`config.mk`:
```
export PLATFORM = sky130hd
export DESIGN_NAME = mem_fabric
export DESIGN_NICKNAME = d
export VERILOG_FILES = /design/src/rtl/soc_pkg.sv /design/src/rtl/mem_fabric.sv
export SDC_FILE = /design/constraint.sdc
export NUM_CORES = 1
export LEC_CHECK = 0
export ABC_AREA = 1
export BUFFER_PORTS_ARGS = -buffer_cell sky130_fd_sc_hd__buf_4
export CAP_MARGIN = 20
export CORE_AREA = 10 10 151 153
export CTS_CLUSTER_DIAMETER = 40
export DETAILED_ROUTE_END_ITERATION = 10
export DIE_AREA = 0 0 161 163
export HOLD_SLACK_MARGIN = 0.05
export PLACE_DENSITY_LB_ADDON = 0.3
export SLEW_MARGIN = 20
export SYNTH_ARGS = -nofsm -noshare
export SYNTH_HDL_FRONTEND = slang
export SYNTH_SLANG_ARGS = --single-unit
export TNS_END_PERCENT = 100
```
`constraint.sdc`:
```
create_clock -name clk_pll -period 0.9 [get_ports clk_pll]
set_input_delay 0 -clock clk_pll [delete_from_list [all_inputs] [get_ports clk_pll]]
set_output_delay 0 -clock clk_pll [all_outputs]
set_load 0.02 [all_outputs]
```
`src/rtl/soc_pkg.sv`:
```
`default_nettype none

package soc_pkg;

  // ==========================================================================
  // address map
  // ==========================================================================

  localparam logic [31:0] UART_BASE_ADDR  = 32'h1000_0000;
  localparam logic [31:0] UART_TOP_ADDR   = 32'h1000_0010;
  localparam logic [31:0] TIMER_BASE_ADDR = 32'h2000_0000;
  localparam logic [31:0] TIMER_TOP_ADDR  = 32'h2000_0010;

  // ram takes every address outside the two peripheral windows.
  localparam int BRAM_DEPTH_WORDS = 1024;
  localparam int BRAM_ADDR_BITS   = 10;   // word index from addr[11:2].

  // ==========================================================================
  // peripherals
  // ==========================================================================

  localparam int UART_CLKS_PER_BIT = 8;
  localparam int UART_CNT_BITS     = $clog2(UART_CLKS_PER_BIT);
  localparam int UART_FRAME_BITS   = 10;  // start, 8 data, stop.

  localparam logic [3:0] UART_REG_DATA   = 4'h0;
  localparam logic [3:0] UART_REG_STATUS = 4'h4;

  localparam logic [3:0] TIMER_REG_TIME_LO = 4'h0;
  localparam logic [3:0] TIMER_REG_TIME_HI = 4'h4;
  localparam logic [3:0] TIMER_REG_CMP_LO  = 4'h8;
  localparam logic [3:0] TIMER_REG_CMP_HI  = 4'hc;

  // ==========================================================================
  // bus
  // ==========================================================================

  typedef struct packed {
    logic        valid;
    logic        instr;   // instruction fetch.
    logic [31:0] addr;
    logic [31:0] wdata;
    logic [3:0]  wstrb;   // all zero for a read.
  } mem_req_t;

  typedef struct packed {
    logic        ready;
    logic [31:0] rdata;
  } mem_rsp_t;

endpackage

`default_nettype wire

```
`src/rtl/mem_fabric.sv`:
```
`timescale 1ns/1ps
`default_nettype none

module mem_fabric (
  input  logic              clk_pll,
  input  logic              rst_n,
  input  soc_pkg::mem_req_t bus_req,
  output soc_pkg::mem_rsp_t bus_rsp,
  output soc_pkg::mem_req_t bram_req,
  input  logic [31:0]       bram_rdata,
  output soc_pkg::mem_req_t uart_req,
  output soc_pkg::mem_req_t timer_req,
  input  soc_pkg::mem_rsp_t uart_rsp,
  input  soc_pkg::mem_rsp_t timer_rsp
);
  import soc_pkg::*;

  logic uart_hit;
  logic timer_hit;
  logic bram_ready;

  // ==========================================================================
  // address decode
  // ==========================================================================

  assign uart_hit  = (bus_req.addr >= UART_BASE_ADDR) && (bus_req.addr < UART_TOP_ADDR);
  assign timer_hit = (bus_req.addr >= TIMER_BASE_ADDR) && (bus_req.addr < TIMER_TOP_ADDR);

  always_comb begin
    bram_req       = bus_req;
    bram_req.valid = bus_req.valid & ~uart_hit & ~timer_hit;  // fall-through target.

    uart_req       = bus_req;
    uart_req.valid = bus_req.valid & uart_hit;
    uart_req.addr  = bus_req.addr ^ UART_BASE_ADDR;           // local offset.

    timer_req       = bus_req;
    timer_req.valid = bus_req.valid & timer_hit;
    timer_req.addr  = bus_req.addr ^ TIMER_BASE_ADDR;
  end

  // ==========================================================================
  // ram ready and response select
  // ==========================================================================

  // one ready pulse per request even while valid is still held.
  always_ff @(posedge clk_pll or negedge rst_n) begin
    if (!rst_n) begin
      bram_ready <= 1'b0;
    end else begin
      bram_ready <= bram_req.valid & ~bram_ready;
    end
  end

  always_comb begin
    if (bram_ready) begin
      bus_rsp.ready = 1'b1;
      bus_rsp.rdata = bram_rdata;
    end else if (uart_rsp.ready) begin
      bus_rsp = uart_rsp;
    end else if (timer_rsp.ready) begin
      bus_rsp = timer_rsp;
    end else begin
      bus_rsp = '0;                                           // idle bus.
    end
  end

  // only one target may be addressed or answering in any cycle.
  a_one_target: assert property (@(posedge clk_pll) disable iff (!rst_n)
    $onehot0({bram_req.valid, uart_req.valid, timer_req.valid}) &&
    $onehot0({bram_ready, uart_rsp.ready, timer_rsp.ready}))
    else $error("mem_fabric: more than one target valid or ready");

endmodule

`default_nettype wire

```
==> summary.md <==
| Metric | Value |
|---|---|
| Crit-path slowest cell | `dfrtp_4` |
| Initial antenna violation count | `0` |
| Die X-Extent | `~160 µm` |
| Cells after Synth | `356` |
| Family with the most delay on the worst path | `flip-flops` |
| Met2 usage | `around an eighth` |
| Failing checks | `negative setup slack` |
| Setup crit start kind | `register` |
| Synthesized area | `between 2000 and 2500 µm²` |
| Vias in the first global route | `~2,700` |
| CP required | `about 0.9 ns` |
| IO Pins | `just over 400` |
| Pin count of the biggest net entering global routing | `35` |
| Number of vias per cell | `about 3.4` |
| Post-CTS setup buffer count | `0` |
| Avg WL per Cell | `around 17 µm` |
| Global placement routability congestion | `roughly 0.74` |
| CP Buf/Inv Count | `2` |
| Reg2reg setup slack | `~0.040 ns` |
| Biggest regs | `bram_ready: 1 flops` |
| First-pass GRT wire length | `between 15 and 20 mm` |
| Unrepaired setup endpoints after global routing | `true` |
| Post-synth top area share | `between 60% and 70%` |
| Most flops, register | `bram_ready` |
| XOR/XNOR Fraction of Synth Area | `0%` |
| Sequential cell area | `between 20 and 30 µm²` |
| Max incr delay on CP | `between 0.4 and 0.5 ns` |
| Share of layout cells above drive strength 1 | `between 70% and 80%` |
| IO Port Bufs | `~250` |
| Synth area leaders | `buf_4 (64%), a22oi_1 (10%), o21ai_1 (6.3%)` |
| #FFs+latches synth | `1` |
| Synth Area in Adders | `0%` |
| Syn_nets | `526` |
| Maximum vdd drop | `roughly 0.00025 V` |
| Final ANT Viol Nets | `0` |
| GRT met3 Usage | `2.730%` |
| Shortest period the worst path allows | `1.061 ns` |
| Die Height | `about 160 µm` |
| Layout Nets | `roughly 630` |
| Clock-pin slew on the worst setup and hold paths | `0 ns` |
| # placed instances | `687` |
| CP Class | `reg2out` |
| Met1 global-route usage | `between 10% and 20%` |
| WL final | `between 10 and 15 mm` |
| DP HPWL | `between 9 and 10 mm` |
| Final setup fails | `33` |
| GRT busiest layer | `met2` |
| Worst Hold Class | `in2out` |
| Yosys warning count | `0` |
| Multi-input gate area | `~980 µm²` |
| CP max FO | `32` |
| Post-synthesis mux area share | `0%` |
| Simple-gate share of the synthesized area | `between 10% and 20%` |
| Largest area contributor in the netlist | `buf_4` |
| Most frequent cells in the layout | `buf_4 (263), dlymetal6s4s_1 (41), a22oi_1 (31), nand2_1 (30), o21ai_2 (26)` |
| Maximum clock frequency | `roughly 0.94 GHz` |
| Fillers | `2,262` |
| All-Layer GR Usage | `under 10%` |
| Fin. Hold Viols | `0` |
| Worst Clk Skew | `0 ns` |
| Clk Latency, worst-skew pair | `0 ns` |
| Leakage power | `~0.0023 µW` |
| Area growth, synth to finish | `71.18%` |
| Max reg flops | `1` |
| Total grt overflow | `0` |
| Final routed DRC violation total | `0` |
| Pre-CTS WS | `-0.1681 ns` |
| Largest family of logic cells by synthesized area | `buffers and inverters` |
| Num rows | `52` |
| DRT iter0 DRCs | `between 100 and 150` |
| Part of the cycle the worst path needs | `117.9%` |
| Critical path endpoint category | `output pin` |
| Post-Layout Cell Count | `roughly 730` |
| Sequential area share after synthesis | `about 1.0%` |
| Worst Path Arrival | `around 1.1 ns` |
| Pins Over Slew Limit | `0` |
| Pwr Density | `709.0 nW/µm²` |
| Setup ws final | `-0.1609 ns` |
| Status | `complete, but fails checks` |
| CP Cell Sequence | `buf_12 > nand2_1 > o21ai_4 > buf_4` |
| Cell variety after synth | `17` |
| Syn_area_per_cell | `about 6.7 µm²` |
| Worst relative slew slack | `between 50% and 60%` |
| Max Cap Violations | `0` |
| Synth Area in Compound Gates | `about 17%` |
| Starting Density | `12.02%` |
| Worst slew pin tran | `0.7044 ns` |
| Core area | `roughly 20,000 µm²` |
| DRT Pass-1 Iters | `4` |
| Final TNS setup | `-3.746 ns` |
| Most common cell after layout, fill and taps aside | `buf_4` |
| Die Area | `around 26,000 µm²` |
| Total number of vias | `2,479` |
| Antenna cells | `0` |
report_power, final:
| group | switching [µW] | total (µW) | internal [µW] | leakage (µW) |
|---|---|---|---|---|
| Combinational | 1600 | 2850 | 1250 | 0.00225 |
| Sequential | 5.06 | 56.1 | 51.0 | 0.0000112 |
| Clock | 0 | 0 | 0 | 0 |
| Total | 1600 | 2900 | 1300 | 0.00226 |
synthesized netlist by cell type, drive strengths merged:
library cell,n
nand3,3
and2,1
a22oi,32
buf,214
dfrtp,1
nand2,39
nand4,2
clkbuf,5
o21ai,32
nor2,22
inv,5
layer usage:
metal	wire length, µm	up-vias
met5	0	-
met4	48	0
met3	1158	4
met2	5822	167
met1	5095	1142
li1	-	1166
per-stage QoR:
stage          instance area (µm²)  utilization (%)  total power (µW)  hold WS, ns
6_report                      4095            20.57              2903       0.2284
3_3_place_gp                  3385            17.00              2215      -0.2217
5_1_grt                       4095            20.57              3069       0.2427
3_5_place_dp                  3385            17.00              2208      -0.2217
4_1_cts                       3862            19.40              2855       0.2328
2_1_floorplan                 2577                -              2057      -0.2956
cell type report:
cell class,count,area share (%)
Tap cell,270,8.249
Timing Repair Buffer,322,66.61
Multi-Input combinational cell,131,23.98
Inverter,5,0.4583
Sequential cell,1,0.7027
timing repair:
| item | 4_1_cts | 5_1_grt |
|---|---|---|
| resized for setup | 17 | 79 |
| setup endpoints to repair | 37 | 160 |
| pin swaps | 3 | 18 |
| hold buffers | 42 | 0 |
| endpoints found under the hold margin | 124 | 0 |
final timing paths:
path | startpoint | endpoint | depth (start not counted)
min in group asynchronous | rst_n | bram_ready$_DFF_PN0_ | 2
max in group asynchronous | rst_n | bram_ready$_DFF_PN0_ | 2
worst max-delay path | bram_ready$_DFF_PN0_ | bus_rsp[26] | 4
worst min register to register | bram_ready$_DFF_PN0_ | bram_ready$_DFF_PN0_ | 2
worst min-delay path | bus_req[52] | uart_req[52] | 2
worst max register to register | bram_ready$_DFF_PN0_ | bram_ready$_DFF_PN0_ | 2
logic make-up (layout without fill, tap and decap cells):
kind of cell / Yosys count / count (layout)
AOI/OAI and AO/OA: 64 / 64
and+or+nand+nor: 67 / 67
DFF: 1 / 1
buffers and inverters: 224 / 327
Power figures use the tool's default switching activity.
