===== src/rtl/soc_pkg.sv =====
`default_nettype none

package soc_pkg;

  // ==========================================================================
  // address map
  // ==========================================================================

  localparam logic [31:0] UART_BASE_ADDR  = 32'h1000_0000;
  localparam logic [31:0] UART_TOP_ADDR   = 32'h1000_0010;
  localparam logic [31:0] TIMER_BASE_ADDR = 32'h2000_0000;
  localparam logic [31:0] TIMER_TOP_ADDR  = 32'h2000_0010;

  // ram takes every address outside the two peripheral windows.
  localparam int BRAM_DEPTH_WORDS = 1024;
  localparam int BRAM_ADDR_BITS   = 10;   // word index from addr[11:2].

  // ==========================================================================
  // peripherals
  // ==========================================================================

  localparam int UART_CLKS_PER_BIT = 8;
  localparam int UART_CNT_BITS     = $clog2(UART_CLKS_PER_BIT);
  localparam int UART_FRAME_BITS   = 10;  // start, 8 data, stop.

  localparam logic [3:0] UART_REG_DATA   = 4'h0;
  localparam logic [3:0] UART_REG_STATUS = 4'h4;

  localparam logic [3:0] TIMER_REG_TIME_LO = 4'h0;
  localparam logic [3:0] TIMER_REG_TIME_HI = 4'h4;
  localparam logic [3:0] TIMER_REG_CMP_LO  = 4'h8;
  localparam logic [3:0] TIMER_REG_CMP_HI  = 4'hc;

  // ==========================================================================
  // bus
  // ==========================================================================

  typedef struct packed {
    logic        valid;
    logic        instr;   // instruction fetch.
    logic [31:0] addr;
    logic [31:0] wdata;
    logic [3:0]  wstrb;   // all zero for a read.
  } mem_req_t;

  typedef struct packed {
    logic        ready;
    logic [31:0] rdata;
  } mem_rsp_t;

endpackage

`default_nettype wire


===== src/rtl/uart_periph.sv =====
`timescale 1ns/1ps
`default_nettype none

module uart_periph (
  input  logic              clk_pll,
  input  logic              rst_n,
  input  soc_pkg::mem_req_t req,
  output soc_pkg::mem_rsp_t rsp,
  input  logic              rx,
  output logic              tx
);
  import soc_pkg::*;

  logic                     rsp_ready;
  logic [31:0]              rsp_rdata;
  logic                     accept;
  logic                     wr;
  logic                     rd;
  logic                     data_sel;
  logic                     status_sel;
  logic                     tx_load;
  logic                     tx_busy;
  logic                     tx_q;
  logic                     tx_bit_end;
  logic [UART_FRAME_BITS-1:0] tx_shift;
  logic [UART_CNT_BITS-1:0] tx_clk_cnt;
  logic [3:0]               tx_bit_cnt;
  logic                     rx_meta;
  logic                     rx_sync;
  logic                     rx_prev;
  logic                     rx_busy;
  logic                     rx_sample;
  logic                     rx_stop_ok;
  logic [UART_CNT_BITS-1:0] rx_clk_cnt;
  logic [3:0]               rx_bit_cnt;
  logic [7:0]               rx_shift;
  logic [7:0]               rx_data;
  logic                     rx_valid;

  assign accept     = req.valid & ~rsp_ready;
  assign wr         = accept & (|req.wstrb);
  assign rd         = accept & ~(|req.wstrb);
  assign data_sel   = (req.addr[3:0] == UART_REG_DATA);
  assign status_sel = (req.addr[3:0] == UART_REG_STATUS);
  assign tx_load    = wr & data_sel & req.wstrb[0] & ~tx_busy;  // dropped while busy.
  assign tx_bit_end = tx_clk_cnt == UART_CNT_BITS'(UART_CLKS_PER_BIT - 1);
  assign rx_sample  = rx_busy & (rx_clk_cnt == '0);
  assign rx_stop_ok = rx_sample & (rx_bit_cnt == 4'(UART_FRAME_BITS - 1)) & rx_sync;
  assign rsp        = {rsp_ready, rsp_rdata};
  assign tx         = tx_q;

  // ==========================================================================
  // register access
  // ==========================================================================

  always_ff @(posedge clk_pll or negedge rst_n) begin
    if (!rst_n) begin
      rsp_ready <= 1'b0;
    end else begin
      rsp_ready <= accept;
    end
  end

  always_ff @(posedge clk_pll) begin
    if (accept) begin
      if (rd && data_sel) begin
        rsp_rdata <= {24'b0, rx_data};
      end else if (rd && status_sel) begin
        rsp_rdata <= {30'b0, rx_valid, tx_busy};
      end else begin
        rsp_rdata <= '0;
      end
    end
  end

  // ==========================================================================
  // transmitter
  // ==========================================================================

  always_ff @(posedge clk_pll or negedge rst_n) begin
    if (!rst_n) begin
      tx_busy    <= 1'b0;
      tx_clk_cnt <= '0;
      tx_bit_cnt <= '0;
      tx_q       <= 1'b1;
    end else begin
      tx_q <= tx_busy ? tx_shift[0] : 1'b1;                   // line idles high.
      if (tx_load) begin
        tx_busy    <= 1'b1;
        tx_clk_cnt <= '0;
        tx_bit_cnt <= '0;
      end else if (tx_busy) begin
        if (tx_bit_end) begin
          tx_clk_cnt <= '0;
          tx_bit_cnt <= tx_bit_cnt + 1'b1;
          if (tx_bit_cnt == 4'(UART_FRAME_BITS - 1)) begin
            tx_busy <= 1'b0;
          end
        end else begin
          tx_clk_cnt <= tx_clk_cnt + 1'b1;
        end
      end
    end
  end

  always_ff @(posedge clk_pll) begin
    if (tx_load) begin
      tx_shift <= {1'b1, req.wdata[7:0], 1'b0};
    end else if (tx_busy && tx_bit_end) begin
      tx_shift <= {1'b1, tx_shift[UART_FRAME_BITS-1:1]};  // lsb first.
    end
  end

  // ==========================================================================
  // receiver
  // ==========================================================================

  always_ff @(posedge clk_pll or negedge rst_n) begin
    if (!rst_n) begin
      rx_meta    <= 1'b1;
      rx_sync    <= 1'b1;
      rx_prev    <= 1'b1;
      rx_busy    <= 1'b0;
      rx_clk_cnt <= '0;
      rx_bit_cnt <= '0;
      rx_valid   <= 1'b0;
    end else begin
      rx_meta <= rx;
      rx_sync <= rx_meta;
      rx_prev <= rx_sync;
      if (rd && data_sel) begin
        rx_valid <= 1'b0;
      end
      if (rx_stop_ok) begin
        rx_valid <= 1'b1;                                     // new byte wins over clear.
      end
      if (!rx_busy) begin
        if (rx_prev && !rx_sync) begin
          rx_busy    <= 1'b1;
          rx_clk_cnt <= UART_CNT_BITS'(UART_CLKS_PER_BIT / 2 - 1);  // aim at mid-bit.
          rx_bit_cnt <= '0;
        end
      end else if (rx_sample) begin
        rx_clk_cnt <= UART_CNT_BITS'(UART_CLKS_PER_BIT - 1);
        rx_bit_cnt <= rx_bit_cnt + 1'b1;
        if ((rx_bit_cnt == '0 && rx_sync) || rx_bit_cnt == 4'(UART_FRAME_BITS - 1)) begin
          rx_busy <= 1'b0;                                    // glitch or frame done.
        end
      end else begin
        rx_clk_cnt <= rx_clk_cnt - 1'b1;
      end
    end
  end

  always_ff @(posedge clk_pll) begin
    if (rx_sample && rx_bit_cnt != '0 && rx_bit_cnt < 4'(UART_FRAME_BITS - 1)) begin
      rx_shift <= {rx_sync, rx_shift[7:1]};
    end
    if (rx_stop_ok) begin
      rx_data <= rx_shift;
    end
  end

  // stop bit has to leave the line high when the shifter goes idle.
  a_tx_idle_high: assert property (@(posedge clk_pll) disable iff (!rst_n)
    !tx_busy |-> tx)
    else $error("uart_periph: tx low while transmitter idle");

endmodule

`default_nettype wire


===== config.mk =====
export PLATFORM = sky130hd
export DESIGN_NAME = uart_periph
export DESIGN_NICKNAME = d
export VERILOG_FILES = /design/src/rtl/soc_pkg.sv /design/src/rtl/uart_periph.sv
export SDC_FILE = /design/constraint.sdc
export NUM_CORES = 1
export LEC_CHECK = 0
export BUFFER_PORTS_ARGS = -buffer_cell sky130_fd_sc_hd__buf_2
export CORE_MARGIN = 2
export CORE_UTILIZATION = 51
export CTS_CLUSTER_SIZE = 16
export DETAILED_ROUTE_END_ITERATION = 7
export PLACE_DENSITY = 0.87
export SLEW_MARGIN = 20
export SYNTH_ARGS = -nofsm -noshare
export SYNTH_HDL_FRONTEND = slang
export SYNTH_SLANG_ARGS = --single-unit

===== constraint.sdc =====
create_clock -name clk_pll -period 3.32 [get_ports clk_pll]
set_input_delay 0.664 -clock clk_pll [delete_from_list [all_inputs] [get_ports clk_pll]]
set_output_delay 0.664 -clock clk_pll [all_outputs]
set_load 0.01 [all_outputs]

==> impl_summary.log, run 1 <==
[metrics] Critical Path Source Type: register
[metrics] final setup skew: 8.390 ps
[metrics] via count of the first global-routing pass: 1361
[metrics] largest fanout on the critical path: 10
[metrics] Initial Util: 0.5311
[metrics] Mapped Area: roughly 2500 um2
[metrics] H-tree levels: 2
[metrics] Yosys top cell area share: 0.3806
[metrics] proportion of register bits with asynchronous set or reset after synthesis: 0.4000
[metrics] static power due to leakage: roughly 1.1 nW
[metrics] final wirelength: 3.648 mm
[metrics] maximum number of pins on one net before global-route repair: 23
[metrics] worst endpoint required time: around 3300 ps
[metrics] Commonest cells post-synth: sky130_fd_sc_hd__edfxtp_1 (32), sky130_fd_sc_hd__buf_4 (25), sky130_fd_sc_hd__dfrtp_1 (18), sky130_fd_sc_hd__ha_1 (9)
[metrics] chain of cells forming the critical path: ha_1 -> ha_1 -> and2_1 -> a41oi_2 -> inv_1
[metrics] DRC violation count after routing: 0
[metrics] horizontal die dimension: between 70 and 80 um
[metrics] Worst path top cell family by delay: adder cells
[metrics] buffers and inverters on the worst path: 1
[metrics] Final setup violation count: 0
[metrics] placeable core region: roughly 4800 um2
[metrics] pwr dens: approximately 550 nW/um2
[metrics] register area share after synthesis: 0.6085
[metrics] antenna violations before repair: 0
[metrics] unrepaired setup endpoints after global routing: false
[metrics] number of hold violations in the final report: 0
[metrics] dpl hpwl: between 2 and 3 mm
[metrics] count of placed standard cells including taps: 278
[metrics] die area: about 5500 um2
[metrics] final-layout worst hold slack: roughly 300 ps
[metrics] GR Overflow Total: 0
[metrics] master of the slowest instance on the critical path: sky130_fd_sc_hd__and2_1
[metrics] via-per-instance ratio: between 5 and 6
[metrics] cell taking the most area after synthesis: sky130_fd_sc_hd__edfxtp_1
[metrics] PnR worst setup slack: 1323 ps
[metrics] Slew HR: 0.5837
[metrics] first-iteration detailed-routing DRC count: 82
[metrics] global-route wire length before repair: about 5.9 mm
[metrics] largest cells by area after synthesis: sky130_fd_sc_hd__edfxtp_1 (38%), sky130_fd_sc_hd__dfrtp_1 (18%), sky130_fd_sc_hd__buf_4 (7.4%)
[metrics] CTS Root Buffer Type: sky130_fd_sc_hd__clkbuf_8
[metrics] Reg-to-Reg End: tx_shift[8]
[metrics] share of cells above drive strength 1: 0.2374
[metrics] most instantiated library cell after synthesis: sky130_fd_sc_hd__edfxtp_1
[metrics] synthesized area per cell: approximately 13 um2
[metrics] TritonRoute pass-1 iters: 4
[metrics] die boundary height: 74.36 um
[metrics] overall power after layout: roughly 0.0015 W
[metrics] number of sinks driven by the clock tree: 55
[metrics] worst setup path class: register to register
[metrics] dominant register cell in the synthesized netlist: sky130_fd_sc_hd__edfxtp_1
[metrics] routed length per placed instance: approximately 13 um
[metrics] flop-to-flop setup slack: around 1300 ps
[metrics] number of pins exceeding their max-slew limit in the final report: 0
[metrics] final estimated routing congestion in global placement: a little over 0.8
[metrics] CTS-repair resized insts: 0
[metrics] TritonCTS clock tree: yes
[metrics] count of buffers from port buffering: 29
[metrics] MaxCap Viol Count: 0
[metrics] final worst path period need: ~2000 ps
[metrics] cell type with the highest occurrence count on the critical path: sky130_fd_sc_hd__ha_1
[metrics] Skew-Pair Late Insertion Delay: 310 ps
[metrics] remaining number of nets flagged by the antenna check after routing: 0
[metrics] Area growth syn-to-layout: 8.077%
[metrics] critical path capture point type: register
[metrics] Highest Clock Rate: around 500 MHz
[metrics] CTS hold repair buffers: 0
[metrics] Post-Syn Instances: around 190
[metrics] Post-Place Worst Slack: 1174 ps
[metrics] arrival time worst endpoint: ~2000 ps
[metrics] TritonCTS buffer count: 5
[metrics] Boundary Pins: roughly 110
[metrics] ANT cells: 0
[metrics] buffers from clock root to sink, at most: 2
[metrics] clock slew at the register clock pins of the worst setup and hold paths: 100 ps
[metrics] postcts setup bufs: 0
[metrics] unique cell type count in the Yosys netlist: 46
[metrics] Worst Hold Class: input port to async pin
[metrics] EDFF count, synth: 32
[metrics] number of register bits inferred by synthesis: 55
[metrics] delay of the slowest critical-path stage: just over 400 ps
[metrics] r2r startpoint: tx_clk_cnt[0]
[metrics] sum of negative setup slack: 0 ps
[metrics] Total Routing Usage GR: 0.1395
[metrics] row count: 25
[metrics] part of the cycle the worst path needs: 0.6014
[metrics] fin nets: 300
[metrics] synth warn: 0
[metrics] status: complete, no violations
[metrics] Worst IR Drop VDD: 0.0002384 V
[metrics] non-filler instance count after layout: 286
[metrics] Worst Reg2Reg Path Length in Cells: 5
[metrics] actual transition at the worst max-transition pin: just over 600 ps
[metrics] number of vias in the routed layout: between 1000 and 1500
==> final cells by class <==
type / count / area [um2]
repair buffers: 30 / 152.6
inverters: 8 / 30.03
clock buffers: 5 / 68.82
well taps: 67 / 83.83
fillers: 393 / 2026
multi-input cells: 118 / 810.8
flip-flops and latches: 55 / 1536
clock inverters: 3 / 46.29
==> worst max-delay path by stage <==
| stage | from | to | slack [ps] | cells past startpoint |
|---|---|---|---|---|
| 2_1_floorplan | rx_clk_cnt[0] | rx_data[0] | 1450 | 4 |
| 3_3_place_gp | req[69] | tx_shift[8] | 1210 | 4 |
| 3_5_place_dp | req[69] | tx_shift[8] | 1170 | 4 |
| 4_1_cts | tx_clk_cnt[0] | tx_shift[8] | 1340 | 5 |
| 5_1_grt | tx_clk_cnt[0] | tx_shift[8] | 1170 | 5 |
| 6_report | tx_clk_cnt[0] | tx_shift[8] | 1320 | 5 |
==> placed cells by master (no fill, tap or decap), drive strengths merged, types with 3 or more instances in the layout <==
master and instances:
edfxtp 32, buf 30, conb 24, dfrtp 18, ha 9, inv 9
a32o 8, and2 7, nor2 7, nand2 7, nor3 7, clkbuf 5
nand3 4, nand2b 4, a21oi 4, dfstp 4, a31o 3, o21ai 3
xor2 3, nor2b 3
==> metal layers <==
layer  routed length, um  global-route usage  up-vias
met5                   0                   0        -
met1                1589              0.1664      703
met2                1791              0.2350       57
met3                 197             0.03659        9
met4                  70             0.06746        0
li1                    -                   -      693
==> per-stage QoR <==
stage | util | area, um2
after detailed placement | 0.5497 | 2614
after CTS | 0.5739 | 2729
after floorplan | - | 2611
after global routing | 0.5739 | 2729
final | 0.5739 | 2729
after global placement | 0.5497 | 2614
==> where the power goes <==
part	switching (W)	total (W)	internal [W]
Combinational	0.000116	0.000212	0.0000966
Sequential	0.0000568	0.000842	0.000786
Clock	0.000224	0.000451	0.000227
Total	0.000396	0.00151	0.00111
==> sequential cells by signal, indices dropped and copies added, names as in the netlist <==
| register | count |
|---|---|
| rsp_ready | 1 |
| tx_clk_cnt | 3 |
| tx_bit_cnt | 4 |
| rx_bit_cnt | 4 |
| rx_prev | 1 |
| rx_valid | 1 |
| rx_data | 8 |
| rx_busy | 1 |
| tx | 1 |
| rx_meta | 1 |
| rsp_rdata | 8 |
| rx_sync | 1 |
| rx_clk_cnt | 3 |
| tx_busy | 1 |
| tx_shift | 9 |
| rx_shift | 8 |
==> logic make-up (layout without fill, tap and decap cells) <==
logic type,Yosys count,count (layout),share of synthesized area
compound gates,28,28,0.08970
xor+xnor,5,5,0.01735
fa+ha+maj,9,9,0.04460
buf+inv,39,46,0.1046
flops,55,55,0.6085
mux,3,3,0.01239
other cells,1,24,0.001485
simple gates,49,49,0.1214
Power figures use the tool's default switching activity.
==> inputs of run 2 (changes only) <==
--- a/config.mk
+++ b/config.mk
@@ -7,10 +7,10 @@
 export LEC_CHECK = 0
 export BUFFER_PORTS_ARGS = -buffer_cell sky130_fd_sc_hd__buf_2
 export CORE_MARGIN = 2
-export CORE_UTILIZATION = 51
+export CORE_UTILIZATION = 47
 export CTS_CLUSTER_SIZE = 16
 export DETAILED_ROUTE_END_ITERATION = 7
-export PLACE_DENSITY = 0.87
+export PLACE_DENSITY = 0.81
 export SLEW_MARGIN = 20
 export SYNTH_ARGS = -nofsm -noshare
 export SYNTH_HDL_FRONTEND = slang
==> constraint.sdc (replaced) <==
create_clock -name clk_pll -period 1.9 [get_ports clk_pll]
set_input_delay 0.38 -clock clk_pll [delete_from_list [all_inputs] [get_ports clk_pll]]
set_output_delay 0.38 -clock clk_pll [all_outputs]
set_load 0.01 [all_outputs]
==> impl_summary.log, run 2 (synthesized netlist as in run 1, its figures left out) <==
[metrics] status: complete, no violations
[metrics] global-route wire length before repair: 6.085 mm (+3.3%)
[metrics] Area growth syn-to-layout: 9.713%
[metrics] TritonCTS clock tree: yes
[metrics] worst setup path class: register to register
[metrics] routed length per placed instance: 12.23 um (-4.1%)
[metrics] most common library cell in the layout ignoring fill and taps: sky130_fd_sc_hd__edfxtp_1
[metrics] CTS Root Buffer Type: sky130_fd_sc_hd__clkbuf_8
[metrics] Worst IR Drop VDD: 0.0004390 V (+84%)
[metrics] number of pins exceeding their max-slew limit in the final report: 0 (unchanged)
[metrics] MaxCap Viol Count: 0 (unchanged)
[metrics] r2r startpoint: tx_clk_cnt[0]
[metrics] arrival time worst endpoint: 1720 ps (-270 ps)
[metrics] pwr dens: 947.5 nW/um2 (+72%)
[metrics] number of flip-flops under the largest register name: 9 (unchanged)
[metrics] Crit. Startpoint: tx_clk_cnt[0]
[metrics] unrepaired setup endpoints after global routing: false
[metrics] postcts setup bufs: 0 (unchanged)
[metrics] master of the slowest instance on the critical path: sky130_fd_sc_hd__dfrtp_1
[metrics] ANT cells: 0 (unchanged)
[metrics] fillers: 446 (+13%)
[metrics] largest fanout on the critical path: 8 (-2)
[metrics] CTS hold repair buffers: 0 (unchanged)
[metrics] CTS-repair resized insts: 0 (unchanged)
[metrics] Total Routing Usage GR: 0.1283 (-0.01117)
[metrics] final wirelength: 3.597 mm (-1.4%)
[metrics] critical path capture point type: register
[metrics] part of the cycle the worst path needs: 0.8893 (+0.2879)
[metrics] Worst path top cell family by delay: flip-flops
[metrics] Skew-Pair Late Insertion Delay: 310 ps (about the same)
[metrics] buffers from clock root to sink, at most: 2 (unchanged)
[metrics] delay of the slowest critical-path stage: 410 ps (about the same)
[metrics] final setup skew: 11.95 ps (+3.558 ps)
[metrics] Critical Path Source Type: register
[metrics] final instance area: 2770 um2 (+1.5%)
[metrics] first-iteration detailed-routing DRC count: 103 (+26%)
[metrics] fin nets: 305 (+1.7%)
[metrics] Worst Hold Class: input port to async pin
[metrics] via count of the first global-routing pass: 1334 (-2.0%)
[metrics] Final setup violation count: 0 (unchanged)
[metrics] leading cell types in the layout, fill and taps excluded: sky130_fd_sc_hd__edfxtp_1 (32), sky130_fd_sc_hd__buf_2 (29), sky130_fd_sc_hd__conb_1 (24), sky130_fd_sc_hd__dfrtp_1 (18), sky130_fd_sc_hd__ha_1 (9)
[metrics] buffers and inverters on the worst path: 1 (unchanged)
[metrics] clock slew at the register clock pins of the worst setup and hold paths: 100 ps (about the same)
[metrics] share of cells above drive strength 1: 0.2545 (+0.01702)
[metrics] DRC violation count after routing: 0 (unchanged)
[metrics] number of hold violations in the final report: 0 (unchanged)
[metrics] maximum number of pins on one net before global-route repair: 23 (unchanged)
[metrics] placed standard-cell area: 2655 um2 (+1.6%)
[metrics] cell type with the highest occurrence count on the critical path: sky130_fd_sc_hd__ha_1
[metrics] worst endpoint required time: 1930 ps (-1380 ps)
[metrics] TritonRoute pass-1 iters: 4 (unchanged)
[metrics] sum of negative setup slack: 0 ps (unchanged)
[metrics] static power due to leakage: 1.146 nW (+2.4%)
[metrics] number of vias in the routed layout: 1443 (-1.3%)
[metrics] TritonCTS buffer count: 5 (unchanged)
[metrics] die boundary height: 77.30 um (+3.9%)
[metrics] via-per-instance ratio: 4.908 (-4.0%)
[metrics] antenna violations before repair: 0 (unchanged)
[metrics] dpl hpwl: 2.518 mm (-5.0%)
[metrics] Highest Clock Rate: 591.8 MHz (+18%)
[metrics] number of sinks driven by the clock tree: 55 (unchanged)
[metrics] placeable core region: 5140 um2 (+8.1%)
[metrics] Initial Util: 0.4912 (-0.03982)
[metrics] final estimated routing congestion in global placement: 0.7270 (-12%)
[metrics] remaining number of nets flagged by the antenna check after routing: 0 (unchanged)
[metrics] row count: 26 (+4.0%)
[metrics] Biggest register: tx_shift
[metrics] Boundary Pins: 107 (unchanged)
[metrics] die area: 5975 um2 (+8.0%)
[metrics] final worst path period need: 1690 ps (-307.0 ps)
[metrics] count of buffers from port buffering: 29 (unchanged)
[metrics] chain of cells forming the critical path: ha_1 -> ha_1 -> and2_1 -> a41oi_2 -> inv_1
[metrics] GR Overflow Total: 0 (unchanged)
[metrics] horizontal die dimension: 77.30 um (+3.9%)
[metrics] H-tree levels: 2 (unchanged)
## run 2: cell count changes in the layout (fill, tap and decap cells not counted)
cell,delta
sky130_fd_sc_hd__buf_4,+5
## run 2: path summary, 6_finish.rpt
kind / slack, ps / depth (start not counted) / to
min in group clk_pll: 170 / 1 / rx_meta
hold reg to reg: 360 / 0 / rx_sync
setup / recovery: 210 / 5 / tx_shift[7]
max in group asynchronous: 1510 / 1 / rx_sync
hold / removal: 20 / 1 / tx_clk_cnt[2]
setup reg to reg: 210 / 5 / tx_shift[7]
## run 2: area by class of cell
cell class                      count  area, um2  area share
Sequential cell                    55       1536      0.5547
Multi-Input combinational cell    118      810.8      0.2927
Timing Repair Buffer               35      190.2     0.06865
Tap cell                           70      87.58     0.03162
Clock buffer                        5      68.82     0.02484
Clock inverter                      3      46.29     0.01671
Inverter                            8      30.03     0.01084
## run 2: layer usage
| metal | wire length [um] | global-route usage |
|---|---|---|
| met1 | 1603 | 0.1630 |
| met5 | 0 | 0 |
| met3 | 188 | 0.02588 |
| met4 | 54 | 0.05357 |
| met2 | 1751 | 0.2139 |
## run 2: power by group
group | switching (W) | internal (W)
combinational | 0.000196 | 0.000174
clock | 0.000388 | 0.000397
sequential | 0.0000971 | 0.00137
total | 0.000681 | 0.00194
## run 2: stage by stage
stage	cells	utilization	total power, W	setup slack (ps)	hold slack (ps)
3_3_place_gp	286	0.5166	0.001849	254.6	348.1
4_1_cts	294	0.5389	0.002649	198.4	43.66
5_1_grt	294	0.5389	0.002753	118.6	59.05
2_1_floorplan	212	-	0.001808	29.44	84.41
3_5_place_dp	286	0.5166	0.001870	214.2	347.3
6_report	294	0.5389	0.002625	210.3	23.45
## run 2: worst reg2reg max path, delay by kind of cell (launching register included)
| family | cells | cell delay [ps] |
|---|---|---|
| fa+ha+maj | 2 | 390 |
| simple gates | 1 | 180 |
| flops | 1 | 410 |
| buf+inv | 1 | 210 |
| compound gates | 1 | 230 |
==> inputs of run 3 (changes only) <==
--- a/config.mk
+++ b/config.mk
@@ -7,10 +7,10 @@
 export LEC_CHECK = 0
 export BUFFER_PORTS_ARGS = -buffer_cell sky130_fd_sc_hd__buf_2
 export CORE_MARGIN = 2
-export CORE_UTILIZATION = 47
+export CORE_UTILIZATION = 45
 export CTS_CLUSTER_SIZE = 16
 export DETAILED_ROUTE_END_ITERATION = 7
-export PLACE_DENSITY = 0.81
+export PLACE_DENSITY = 0.78
 export SLEW_MARGIN = 20
 export SYNTH_ARGS = -nofsm -noshare
 export SYNTH_HDL_FRONTEND = slang
==> impl_summary.log, run 3 (synthesized netlist as in run 1, its figures left out) <==
[metrics] Post-Place Worst Slack: 246.1 ps (+31.88 ps)
[metrics] horizontal die dimension: 78.91 um (+2.1%)
[metrics] Layout Utilization: 0.5034 (-0.03552)
[metrics] TritonRoute pass-1 iters: 4 (unchanged)
[metrics] antenna violations before repair: 0 (unchanged)
[metrics] TritonCTS clock tree: yes
[metrics] global-route wire length before repair: 5.582 mm (-8.3%)
[metrics] number of vias in the routed layout: 1435 (-0.55%)
[metrics] capturing instance or port of the critical path: tx_shift[8]
[metrics] number of pins exceeding their max-slew limit in the final report: 0 (unchanged)
[metrics] overall power after layout: 0.002525 W (-3.8%)
[metrics] delay of the slowest critical-path stage: 410 ps (about the same)
[metrics] placeable core region: 5473 um2 (+6.5%)
[metrics] ANT cells: 0 (unchanged)
[metrics] most common library cell in the layout ignoring fill and taps: sky130_fd_sc_hd__edfxtp_1
[metrics] H-tree levels: 2 (unchanged)
[metrics] number of flip-flops under the largest register name: 9 (unchanged)
[metrics] final worst path period need: 1663 ps (-26.19 ps)
[metrics] Reg-to-Reg End: tx_shift[8]
[metrics] Crit. Startpoint: tx_clk_cnt[0]
[metrics] PnR worst setup slack: 236.5 ps (+26.19 ps)
[metrics] fin nets: 305 (unchanged)
[metrics] worst setup path class: register to register
[metrics] MaxCap Viol Count: 0 (unchanged)
[metrics] row count: 27 (+3.8%)
[metrics] Worst Reg2Reg Path Length in Cells: 5 (unchanged)
[metrics] CTS Root Buffer Type: sky130_fd_sc_hd__clkbuf_8
[metrics] master of the slowest instance on the critical path: sky130_fd_sc_hd__dfrtp_1
[metrics] Area growth syn-to-layout: 9.118%
[metrics] routed length per placed instance: 11.89 um (-2.8%)
[metrics] number of sinks driven by the clock tree: 55 (unchanged)
[metrics] actual transition at the worst max-transition pin: roughly 500 ps
[metrics] Worst IR Drop VDD: 0.0004078 V (-7.1%)
[metrics] final estimated routing congestion in global placement: 0.6969 (-4.1%)
[metrics] part of the cycle the worst path needs: 0.8755 (-0.01379)
[metrics] Initial Util: 0.4614 (-0.02987)
[metrics] final wirelength: 3.519 mm (-2.2%)
[metrics] Highest Clock Rate: 601.2 MHz (+1.6%)
[metrics] largest fanout on the critical path: 8 (unchanged)
[metrics] placed standard-cell area: 2658 um2 (about the same)
[metrics] critical path capture point type: register
[metrics] Critical Path Source Type: register
[metrics] Total Routing Usage GR: 0.1151 (-0.01316)
[metrics] GR Overflow Total: 0 (unchanged)
[metrics] Worst Hold Class: input port to async pin
[metrics] maximum number of pins on one net before global-route repair: 23 (unchanged)
[metrics] number of hold violations in the final report: 0 (unchanged)
[metrics] count of buffers from port buffering: 29 (unchanged)
[metrics] arrival time worst endpoint: 1700 ps (-20 ps)
[metrics] Biggest register: tx_shift
[metrics] DRC violation count after routing: 0 (unchanged)
[metrics] leading cell types in the layout, fill and taps excluded: sky130_fd_sc_hd__edfxtp_1 (32), sky130_fd_sc_hd__buf_2 (29), sky130_fd_sc_hd__conb_1 (24), sky130_fd_sc_hd__dfrtp_1 (18), sky130_fd_sc_hd__ha_1 (9)
[metrics] TritonCTS buffer count: 5 (unchanged)
[metrics] Slew HR: 0.6641
[metrics] via count of the first global-routing pass: 1278 (-4.2%)
[metrics] status: complete, no violations
[metrics] cell type with the highest occurrence count on the critical path: sky130_fd_sc_hd__ha_1
[metrics] via-per-instance ratio: 4.848 (-1.2%)
[metrics] final instance area: 2755 um2 (-0.54%)
[metrics] worst endpoint required time: 1930 ps (about the same)
[metrics] static power due to leakage: 1.141 nW (-0.39%)
[metrics] postcts setup bufs: 0 (unchanged)
[metrics] die boundary height: 78.91 um (+2.1%)
[metrics] CTS-repair resized insts: 0 (unchanged)
[metrics] Final setup violation count: 0 (unchanged)
[metrics] count of cell instances traversed by the critical path: 5 (unchanged)
[metrics] sum of negative setup slack: 0 ps (unchanged)
[metrics] Worst path top cell family by delay: flip-flops
[metrics] pwr dens: 916.6 nW/um2 (-3.3%)
[metrics] share of cells above drive strength 1: 0.2545 (unchanged)
[metrics] chain of cells forming the critical path: ha_1 -> ha_1 -> and2_1 -> a41oi_2 -> inv_1
[metrics] remaining number of nets flagged by the antenna check after routing: 0 (unchanged)
[metrics] dpl hpwl: 2.540 mm (+0.89%)
[metrics] flop-to-flop setup slack: 240 ps (+30 ps)
[metrics] r2r startpoint: tx_clk_cnt[0]
[metrics] Boundary Pins: 107 (unchanged)
[metrics] CTS hold repair buffers: 0 (unchanged)
[metrics] buffers from clock root to sink, at most: 2 (unchanged)
[metrics] buffers and inverters on the worst path: 1 (unchanged)
[metrics] final setup skew: 5.793 ps (-6.156 ps)
[metrics] first-iteration detailed-routing DRC count: 68 (-34%)
[metrics] clock slew at the register clock pins of the worst setup and hold paths: 100 ps (about the same)
[metrics] Skew-Pair Late Insertion Delay: 310 ps (about the same)
[metrics] die area: 6226 um2 (+4.2%)
[metrics] unrepaired setup endpoints after global routing: false
==> run 3: worst register-to-register path: cells and delay by family (launching register included) <==
kind            cells  cell delay [ps]
flops               1              410
simple gates        1              180
fa+ha+maj           2              380
buf+inv             1              210
compound gates      1              210
==> run 3: how the worst min path moves through the flow <==
stage / endpoint / slack [ps] / depth (start not counted)
floorplan: rsp_ready / 80 / 0
global placement: rx_sync / 350 / 0
detailed placement: rx_sync / 350 / 0
CTS: rx_bit_cnt[0] / 40 / 1
global route: rsp_ready / 50 / 1
finish: rx_bit_cnt[1] / 30 / 1
==> run 3: layout make-up <==
cell class,count,area [um2]
Sequential cell,55,1536
Fill cell,459,2718
Inverter,8,30.03
Tap cell,72,90.09
Clock inverter,3,28.78
Multi-Input combinational cell,118,810.8
Timing Repair Buffer,35,190.2
Clock buffer,5,68.82
==> run 3: stage by stage <==
stage / hold slack (ps) / std cells
2_1_floorplan: 84.41 / 212
3_3_place_gp: 346.9 / 288
3_5_place_dp: 347.8 / 288
4_1_cts: 42.87 / 296
5_1_grt: 52.36 / 296
6_report: 25.26 / 296
==> run 3: per-layer routing <==
metal | vias to the layer above | share of wire | track usage
met5 | - | 0 | 0
met1 | 678 | 0.44 | 0.1381
met4 | 0 | 0.015 | 0.04655
met2 | 46 | 0.49 | 0.1974
li1 | 705 | - | -
met3 | 6 | 0.057 | 0.03068
==> run 3: where the power goes <==
part	internal, W	switching, W	leakage [nW]
clock	0.000274	0.000395	0.0502
combinational	0.000175	0.000209	0.539
sequential	0.00137	0.000100	0.552
